--- config.mk ---
export PLATFORM = sky130hd
export DESIGN_NAME = spike_route_arbiter
export DESIGN_NICKNAME = d
export VERILOG_FILES = /design/src/verilog/arb_pkg.sv /design/src/verilog/arb_ctrl_if.sv /design/src/verilog/arb_buf_if.sv /design/src/verilog/dest_buffer_bank.sv /design/src/verilog/arb_sequencer.sv /design/src/verilog/round_robin_matcher.sv /design/src/verilog/spike_route_arbiter.sv
export VERILOG_INCLUDE_DIRS = /design/src /design/src/include
export SDC_FILE = /design/constraint.sdc
export NUM_CORES = 2
export LEC_CHECK = 0
export BUFFER_PORTS_ARGS = -buffer_cell sky130_fd_sc_hd__buf_4
export CAP_MARGIN = 30
export CORE_MARGIN = 2
export CORE_UTILIZATION = 30
export CTS_BUF_LIST = sky130_fd_sc_hd__clkbuf_4 sky130_fd_sc_hd__clkbuf_8
export CTS_CLUSTER_SIZE = 8
export DETAILED_ROUTE_END_ITERATION = 10
export SYNTH_ARGS = -nofsm -noshare
export SYNTH_HDL_FRONTEND = slang
export SYNTH_SLANG_ARGS = --single-unit
--- constraint.sdc ---
create_clock -name cur_state -period 14.7 [get_ports cur_state]
set_clock_uncertainty 0.1 [all_clocks]
set_input_delay 2.94 -clock cur_state [delete_from_list [all_inputs] [get_ports cur_state]]
set_output_delay 2.94 -clock cur_state [all_outputs]
set_load 0.02 [all_outputs]
--- src/include/arb_macros.svh ---
`ifndef ARB_MACROS_SVH
`define ARB_MACROS_SVH

//////////////////////////////
// crossbar geometry
//////////////////////////////

`define ARB_PORTS 8 // sources and destinations

`define ARB_DEPTH 8 // entries per source buffer

`define ARB_DEST_W 4 // one destination code

// code left in a slot that holds no connection
`define ARB_NO_CONN 4'hF

`endif

--- src/verilog/arb_pkg.sv ---
`default_nettype none

`include "arb_macros.svh"

package arb_pkg;

   typedef logic [`ARB_DEST_W-1:0] dest_t; // one destination code
   typedef logic [$clog2(`ARB_PORTS)-1:0] port_idx_t; // port, slot or pointer

   typedef logic [`ARB_PORTS-1:0] neuron_mask_t; // bit 7 is port 0
   typedef logic [`ARB_PORTS*`ARB_DEST_W-1:0] port_map_t; // port 0 in top nibble

   // port 0 owns the top word, slot 0 the top nibble of each word
   typedef logic [`ARB_PORTS*`ARB_DEPTH*`ARB_DEST_W-1:0] network_t;

   typedef enum logic [2:0] {
      ARB_IDLE, // nothing pending
      ARB_SCAN, // reload buffers of pending neurons
      ARB_MATCH, // matcher walks the destinations
      ARB_XMIT, // map offered, waiting for drdy
      ARB_ACK // srdy high until drdy drops
   } arb_state_t;

endpackage

`default_nettype wire

--- src/verilog/arb_ctrl_if.sv ---
`timescale 1ns/1ps
`default_nettype none

interface arb_ctrl_if;
   import arb_pkg::*;

   logic load; // reload strobe
   neuron_mask_t load_mask; // which buffers reload
   logic all_empty; // every entry is no-connection
   logic match_start; // kick off one matching round
   port_idx_t bias; // first source searched
   logic match_done; // round finished, map updated

   modport seq (
      output load, load_mask, match_start, bias,
      input all_empty, match_done
   );

   modport bank (
      input load, load_mask,
      output all_empty
   );

   modport matcher (
      input match_start, bias,
      output match_done
   );

endinterface

`default_nettype wire

--- src/verilog/arb_buf_if.sv ---
`timescale 1ns/1ps
`default_nettype none

`include "arb_macros.svh"

interface arb_buf_if;
   import arb_pkg::*;

   dest_t entries [`ARB_PORTS][`ARB_DEPTH]; // [source][slot]
   port_idx_t ptrs [`ARB_PORTS]; // per-source read pointer

   logic clr; // grant strobe
   port_idx_t clr_src; // granted source
   port_idx_t clr_slot; // granted slot

   modport bank (output entries, ptrs, input clr, clr_src, clr_slot);

   modport matcher (input entries, ptrs, output clr, clr_src, clr_slot);

endinterface

`default_nettype wire

--- src/verilog/dest_buffer_bank.sv ---
`timescale 1ns/1ps
`default_nettype none

`include "arb_macros.svh"

module dest_buffer_bank (
   input logic cur_state,
   input logic arst_n,
   input arb_pkg::network_t network,
   arb_ctrl_if.bank ctrl,
   arb_buf_if.bank buf_io
);
   import arb_pkg::*;

   localparam int NET_W = $bits(network_t);

   dest_t entry_q [`ARB_PORTS][`ARB_DEPTH];
   port_idx_t ptr_q [`ARB_PORTS];
   logic empty;

   //////////////////////////////
   // buffers and pointers
   //////////////////////////////

   always_ff @(posedge cur_state or negedge arst_n) begin
      if (!arst_n) begin
         for (int p = 0; p < `ARB_PORTS; p++) begin
            ptr_q[p] <= '0;
            for (int s = 0; s < `ARB_DEPTH; s++) begin
               entry_q[p][s] <= `ARB_NO_CONN;
            end
         end
      end else if (ctrl.load) begin
         for (int p = 0; p < `ARB_PORTS; p++) begin
            if (ctrl.load_mask[`ARB_PORTS-1-p]) begin // mask msb is port 0
               for (int s = 0; s < `ARB_DEPTH; s++) begin
                  entry_q[p][s] <= network[NET_W-1-(p*`ARB_DEPTH+s)*`ARB_DEST_W -: `ARB_DEST_W];
               end
            end
         end
      end else if (buf_io.clr) begin
         entry_q[buf_io.clr_src][buf_io.clr_slot] <= `ARB_NO_CONN; // grant consumed
         ptr_q[buf_io.clr_src] <= port_idx_t'(buf_io.clr_slot + 1'b1); // wraps at 8
      end
   end

   assign buf_io.entries = entry_q;
   assign buf_io.ptrs = ptr_q;

   //////////////////////////////
   // empty detect
   //////////////////////////////

   always_comb begin
      empty = 1'b1;
      for (int p = 0; p < `ARB_PORTS; p++) begin
         for (int s = 0; s < `ARB_DEPTH; s++) begin
            if (entry_q[p][s] != `ARB_NO_CONN) begin
               empty = 1'b0;
            end
         end
      end
   end

   assign ctrl.all_empty = empty;

   // sequencer reloads only between rounds, matcher clears only inside one
   a_no_load_during_clr: assert property (
      @(posedge cur_state) disable iff (!arst_n)
      !(ctrl.load && buf_io.clr)
   );

endmodule

`default_nettype wire

--- src/verilog/arb_sequencer.sv ---
`timescale 1ns/1ps
`default_nettype none

module arb_sequencer (
   input logic cur_state,
   input logic arst_n,
   input logic en,
   input arb_pkg::neuron_mask_t neuron_done,
   input logic drdy,
   output logic srdy,
   arb_ctrl_if.seq ctrl
);
   import arb_pkg::*;

   arb_state_t state_q;
   arb_state_t state_d;
   neuron_mask_t pending_q;
   neuron_mask_t done_in;
   port_idx_t bias_q;
   logic srdy_q;

   assign done_in = en ? neuron_done : '0; // capture only while enabled

   //////////////////////////////
   // state machine
   //////////////////////////////

   always_comb begin
      state_d = state_q;
      case (state_q)
         ARB_IDLE: begin
            if (|(pending_q | done_in)) begin
               state_d = ARB_SCAN;
            end
         end
         ARB_SCAN: state_d = ARB_MATCH; // load and start go out together
         ARB_MATCH: begin
            if (ctrl.match_done) begin
               state_d = ARB_XMIT;
            end
         end
         ARB_XMIT: begin
            if (drdy) begin
               state_d = ARB_ACK;
            end
         end
         ARB_ACK: begin
            if (!drdy) begin
               // more work if anything is pending or left in the buffers
               state_d = (|(pending_q | done_in) || !ctrl.all_empty) ? ARB_SCAN : ARB_IDLE;
            end
         end
         default: state_d = ARB_IDLE;
      endcase
   end

   always_ff @(posedge cur_state or negedge arst_n) begin
      if (!arst_n) begin
         state_q <= ARB_IDLE;
         pending_q <= '0;
         bias_q <= '0;
         srdy_q <= 1'b0;
      end else begin
         state_q <= state_d;
         if (state_q == ARB_SCAN) begin
            pending_q <= '0; // everything pending is loaded now
         end else begin
            pending_q <= pending_q | done_in;
         end
         if (ctrl.match_done) begin
            bias_q <= bias_q + 1'b1; // rotate the first source
         end
         if (state_q == ARB_XMIT && drdy) begin
            srdy_q <= 1'b1;
         end else if (state_q == ARB_ACK && !drdy) begin
            srdy_q <= 1'b0;
         end
      end
   end

   //////////////////////////////
   // outputs
   //////////////////////////////

   assign ctrl.load = (state_q == ARB_SCAN);
   assign ctrl.load_mask = pending_q | done_in; // includes this cycle's done bits
   assign ctrl.match_start = (state_q == ARB_SCAN);
   assign ctrl.bias = bias_q;
   assign srdy = srdy_q;

   a_srdy_only_in_ack: assert property (
      @(posedge cur_state) disable iff (!arst_n)
      srdy |-> (state_q == ARB_ACK)
   );

endmodule

`default_nettype wire

--- src/verilog/round_robin_matcher.sv ---
`timescale 1ns/1ps
`default_nettype none

`include "arb_macros.svh"

module round_robin_matcher (
   input logic cur_state,
   input logic arst_n,
   arb_ctrl_if.matcher ctrl,
   arb_buf_if.matcher buf_io,
   output arb_pkg::port_map_t port_dst
);
   import arb_pkg::*;

   logic busy_q;
   port_idx_t dst_cnt_q; // destination under search
   logic [`ARB_PORTS-1:0] locked_q; // indexed by source port number
   port_map_t work_q;
   port_map_t work_next;
   port_map_t port_dst_q;
   dest_t want;
   logic hit;
   port_idx_t hit_src;
   port_idx_t hit_slot;
   logic map_dup;

   assign want = dest_t'(dst_cnt_q);

   //////////////////////////////
   // search for one destination
   //////////////////////////////

   // sources from the bias onward, slots from each source's pointer onward
   always_comb begin : search
      port_idx_t src;
      port_idx_t slot;
      hit = 1'b0;
      hit_src = '0;
      hit_slot = '0;
      for (int i = 0; i < `ARB_PORTS; i++) begin
         src = port_idx_t'(ctrl.bias + i);
         for (int j = 0; j < `ARB_DEPTH; j++) begin
            slot = port_idx_t'(buf_io.ptrs[src] + j);
            if (!hit && !locked_q[src] && buf_io.entries[src][slot] == want) begin
               hit = 1'b1;
               hit_src = src;
               hit_slot = slot;
            end
         end
      end
   end

   always_comb begin
      work_next = work_q;
      if (hit) begin
         work_next[`ARB_DEST_W*(`ARB_PORTS-1-hit_src) +: `ARB_DEST_W] = want; // port 0 on top
      end
   end

   assign buf_io.clr = busy_q && hit;
   assign buf_io.clr_src = hit_src;
   assign buf_io.clr_slot = hit_slot;

   //////////////////////////////
   // round control
   //////////////////////////////

   always_ff @(posedge cur_state or negedge arst_n) begin
      if (!arst_n) begin
         busy_q <= 1'b0;
         dst_cnt_q <= '0;
         locked_q <= '0;
         work_q <= {`ARB_PORTS{`ARB_NO_CONN}};
         port_dst_q <= {`ARB_PORTS{`ARB_NO_CONN}};
      end else if (ctrl.match_start) begin
         busy_q <= 1'b1;
         dst_cnt_q <= '0;
         locked_q <= '0; // every source free again
         work_q <= {`ARB_PORTS{`ARB_NO_CONN}};
      end else if (busy_q) begin
         dst_cnt_q <= dst_cnt_q + 1'b1;
         work_q <= work_next;
         if (hit) begin
            locked_q[hit_src] <= 1'b1; // one destination per source
         end
         if (dst_cnt_q == port_idx_t'(`ARB_PORTS-1)) begin
            busy_q <= 1'b0;
            port_dst_q <= work_next; // last destination folded in
         end
      end
   end

   assign ctrl.match_done = busy_q && (dst_cnt_q == port_idx_t'(`ARB_PORTS-1));
   assign port_dst = port_dst_q;

   //////////////////////////////
   // map check
   //////////////////////////////

   always_comb begin
      map_dup = 1'b0;
      for (int a = 0; a < `ARB_PORTS; a++) begin
         for (int b = a + 1; b < `ARB_PORTS; b++) begin
            if (port_dst_q[`ARB_DEST_W*a +: `ARB_DEST_W] != `ARB_NO_CONN &&
                port_dst_q[`ARB_DEST_W*a +: `ARB_DEST_W] ==
                port_dst_q[`ARB_DEST_W*b +: `ARB_DEST_W]) begin
               map_dup = 1'b1;
            end
         end
      end
   end

   // locking across the eight steps must keep every destination unique
   a_map_unique: assert property (
      @(posedge cur_state) disable iff (!arst_n)
      !map_dup
   );

endmodule

`default_nettype wire

--- src/verilog/spike_route_arbiter.sv ---
`timescale 1ns/1ps
`default_nettype none

`include "arb_macros.svh"

module spike_route_arbiter (
   input logic cur_state,
   input logic arst_n,
   input logic en,
   input logic [`ARB_PORTS-1:0] neuron_done,
   input logic [`ARB_PORTS*`ARB_DEPTH*`ARB_DEST_W-1:0] network,
   input logic drdy,
   output logic srdy,
   output logic [`ARB_PORTS*`ARB_DEST_W-1:0] port_dst
);

   arb_ctrl_if ctrl_if ();
   arb_buf_if buf_if ();

   //////////////////////////////
   // submodules
   //////////////////////////////

   dest_buffer_bank u_bank (
      .cur_state (cur_state),
      .arst_n (arst_n),
      .network (network),
      .ctrl (ctrl_if.bank),
      .buf_io (buf_if.bank)
   );

   arb_sequencer u_seq (
      .cur_state (cur_state),
      .arst_n (arst_n),
      .en (en),
      .neuron_done (neuron_done),
      .drdy (drdy),
      .srdy (srdy),
      .ctrl (ctrl_if.seq)
   );

   // buffer contents plus the sequencer's bias
   round_robin_matcher u_match (
      .cur_state (cur_state),
      .arst_n (arst_n),
      .ctrl (ctrl_if.matcher),
      .buf_io (buf_if.matcher),
      .port_dst (port_dst)
   );

endmodule

`default_nettype wire

==> flow_metrics.tcl <==
set metrics [dict create \
    area_delta_synth_final_pct 11.3 \
    achievable-frequency_ghz 0.0843 \
    cts.repair.resized 0 \
    drv.max_cap_violation_count 0 \
    netlist_top_cells_area "mux2i_1 (21%), mux4_2 (18%), dfstp_2 (18%)" \
    slew_margin_rel_pct 22.0 \
    outcome "finished, final reports clean" \
    ys_seq_area_share_pct 20.7 \
    fp-row-count 144 \
    initial_core_util_pct 30.2 \
    grt_pass1_vias 41300 \
    placed_cells 6747 \
    grt_setup_unrepaired "false" \
    timing.hold.worst.class "flip-flop to flip-flop" \
    synth_simple_gate_area_share_pct 13.3 \
    synth_cells 4680 \
    num_io_pins 301 \
    setup_viol_count_final 0 \
    routed_via_density 6.51 \
    drtAntennaViolNets 0 \
    grt_antenna_before_repair 7 \
    share_of_cell_area_taken_by_muxes_after_synthesis_pct 43.7 \
    clock-sinks 371 \
    timing.critical_path.arrival_ns 12.40 \
    postRouteWirelength_um 237000 \
    timing.final.crit_share_pct 80.7 \
    cts.clk_slew.worst_paths_ns 0.07 \
    tightest_slew_ns 1.14 \
    share_of_layout_cells_above_drive_strength_1_pct 32.8 \
    yosysTopAreaCell "mux2i_1" \
    yosysTopAreaCellShare_pct 21.2 \
    cp_cell_sequence "buf_12 > buf_4 > buf_4 > mux4_2 > mux2i_1 > mux2i_1 > mux4_2 > xnor2_1 > nor4_2 > a211o_1 > nor4_2 > buf_4 > nand3_2 > or4_4 > nor3_1 > o21bai_1 > a2111o_1 > or2_4 > clkinv_2 > nor2_1 > nand3b_1 > a21oi_1" \
    synth_fp_nets 4975 \
    synth.ff_latch_count 371 \
    grt_remaining_overflow 0 \
    final.min_clock_period_ns 11.87 \
    cts.path.max_buffers 3 \
    criticalPathCategory "flip-flop to flip-flop" \
    groute.usage.overall_pct 28.9 \
    core_area_um2 154000 \
    grt_start_max_net_pins 175 \
    synthArstFlopShare_pct 100 \
    post-route-drc-count 0 \
    global_route_wire_length_before_repair_um 328000 \
    hpwl_after_detailed_placement_um 189000 \
    final-hold-violation-count 0 \
    final_core_utilization_pct 33.7 \
    die_area_um2 159000 \
    nets 5067 \
    cts-root-buf "clkbuf_8" \
    post_cts.repair.setup_buffers 0 \
    synth.lib_cells_used.distinct 110 \
    insertion_delay_ns 0.72 \
    cpMaxStageDelayCell "nor2_1" \
    final_cells 6861 \
    yosysWarningCount 0 \
    timing.critical_path.from_type "flip-flop" \
    synthAdderAreaFrac_pct 0.723 \
    critical_path_required_ns 15.23 \
    worst-path-max-fanout 127 \
    hold_buffer_count_at_cts 0 \
    synth-main-ff-cell "dfstp_2" \
    dieHeight_um 399 \
    cts.htree.levels 2 \
    post_synthesis_compound_gate_area_fraction_pct 12.5 \
    synthesis.area_per_instance_um2 9.98 \
    cpPeakStageDelay_ns 0.99 \
    dieWidth_um 399 \
    detail_route.first_pass.iterations 6 \
    drt-wirelength-per-cell_um 34.5 \
    detailroute.via_count 44600 \
    drt_first_iter_violations 6582 \
    critical_path.most_common_cell "buf_4" \
    place.port_buffers 300 \
    main_combinational_cell_family_by_area_after_synthesis "multiplexers" \
    finalSetupTns_ns 0 \
    synth_area_um2 46700 \
    timing.critical_path.to_type "flip-flop" \
    finalWeightedCongestion 1.11 \
    timing_max_transition_violations_final 0 \
    tritoncts "yes" \
    tritoncts.num_buffers 59 \
    synth-edff-count 0 \
    post_synth_xor_xnor_area_pct 4.02 \
]
==> metrics by stage <==
| step | worst slack [ns] | area, um^2 | hold WS, ns |
|---|---|---|---|
| 2_1_floorplan | 5.02 | 46700 | 0.339 |
| 3_3_place_gp | 2.16 | 50300 | 0.345 |
| 3_5_place_dp | 2.99 | 50600 | 0.350 |
| 4_1_cts | 2.99 | 51800 | 0.360 |
| 5_1_grt | 2.46 | 52000 | 0.373 |
| 6_report | 2.83 | 52000 | 0.359 |
==> layer usage <==
layer | track usage (%) | part of all wire (%)
met1 | 37.4 | 39
met2 | 41.8 | 42
met3 | 7.00 | 11
met4 | 21.0 | 8.9
met5 | 0 | 0.011
==> layout make-up <==
| class | count | area, um^2 |
|---|---|---|
| tap | 2044 | 2560 |
| sequential | 371 | 9700 |
| clock buffer | 91 | 1080 |
| inverter | 54 | 204 |
| antenna | 5 | 12.5 |
| clock inverter | 10 | 144 |
| multi-input combinational | 3861 | 34900 |
| fill | 15700 | 102000 |
| timing repair buffer | 425 | 3390 |
==> registers in the layout, indices dropped and copies added, names as in the netlist <==
signal	cells
u_bank.buf_io.entries	256
u_seq.srdy	1
u_match.port_dst	32
u_match.busy_q	1
u_seq.pending_q	8
u_match.work_q	32
u_match.dst_cnt_q	3
u_seq.ctrl.bias	3
u_seq.state_q	3
u_bank.buf_io.ptrs	24
u_match.locked_q	8
==> Yosys cell counts (all sizes together) (26+ instances only) <==
master  number
mux2i      997
nor2       412
mux4       378
nand2      338
dfstp      320
buf        248
a21oi      214
xnor2      196
mux2       165
o31ai      159
clkbuf     146
nand4      125
o21ai      124
nand3       73
nor3        67
o22ai       60
dfrtp       51
inv         50
nor4        49
a211oi      47
a221oi      38
nand2b      38
and2        32
ha          27
o211ai      26
==> placed cells by master, fill, tap and decap left out, types with 45 or more instances in the layout <==
cell,Yosys,final
mux2i_1,991,986
nor2_1,411,408
buf_4,52,404
mux4_2,378,378
nand2_1,337,337
dfstp_2,320,320
a21oi_1,214,214
xnor2_1,190,188
mux2_2,163,163
nand4_1,122,122
o21ai_0,119,119
o31ai_1,87,87
o31ai_2,72,72
nand3_1,69,68
nor3_1,67,67
clkbuf_8,0,63
o22ai_1,60,58
dfrtp_1,51,45
==> worst max-delay path, delay by kind of cell (launching register included) <==
family	cells	cell delay, ns
buf+inv	5	3.16
compound gates	4	0.94
xor+xnor	1	0.18
mux	4	2.16
simple gates	8	4.26
flops	1	0.70
==> kinds of logic after synthesis <==
| family | count (synthesis) |
|---|---|
| muxes | 1540 |
| and+or+nand+nor | 1274 |
| AOI/OAI and AO/OA | 817 |
| buffers and inverters | 448 |
| DFF | 371 |
| xor gates and xnor gates | 203 |
| adders and majority gates | 27 |
==> final timing paths <==
check,from,slack [ns],cells past startpoint,endpoint
worst max-delay path,u_seq.ctrl.bias[0],2.83,22,u_bank.buf_io.entries[5]
worst min-delay path,u_match.work_q[27],0.36,2,u_match.work_q[27]
worst max register to register,u_seq.ctrl.bias[0],2.83,22,u_bank.buf_io.entries[5]
worst min register to register,u_match.work_q[27],0.36,2,u_match.work_q[27]
max in group asynchronous,arst_n,10.82,2,u_bank.buf_io.entries[218]
min in group asynchronous,arst_n,2.22,1,u_seq.pending_q[6]
Power is not shown: default switching activity piles up to over one toggle a cycle in this logic, so the estimate is an artifact.
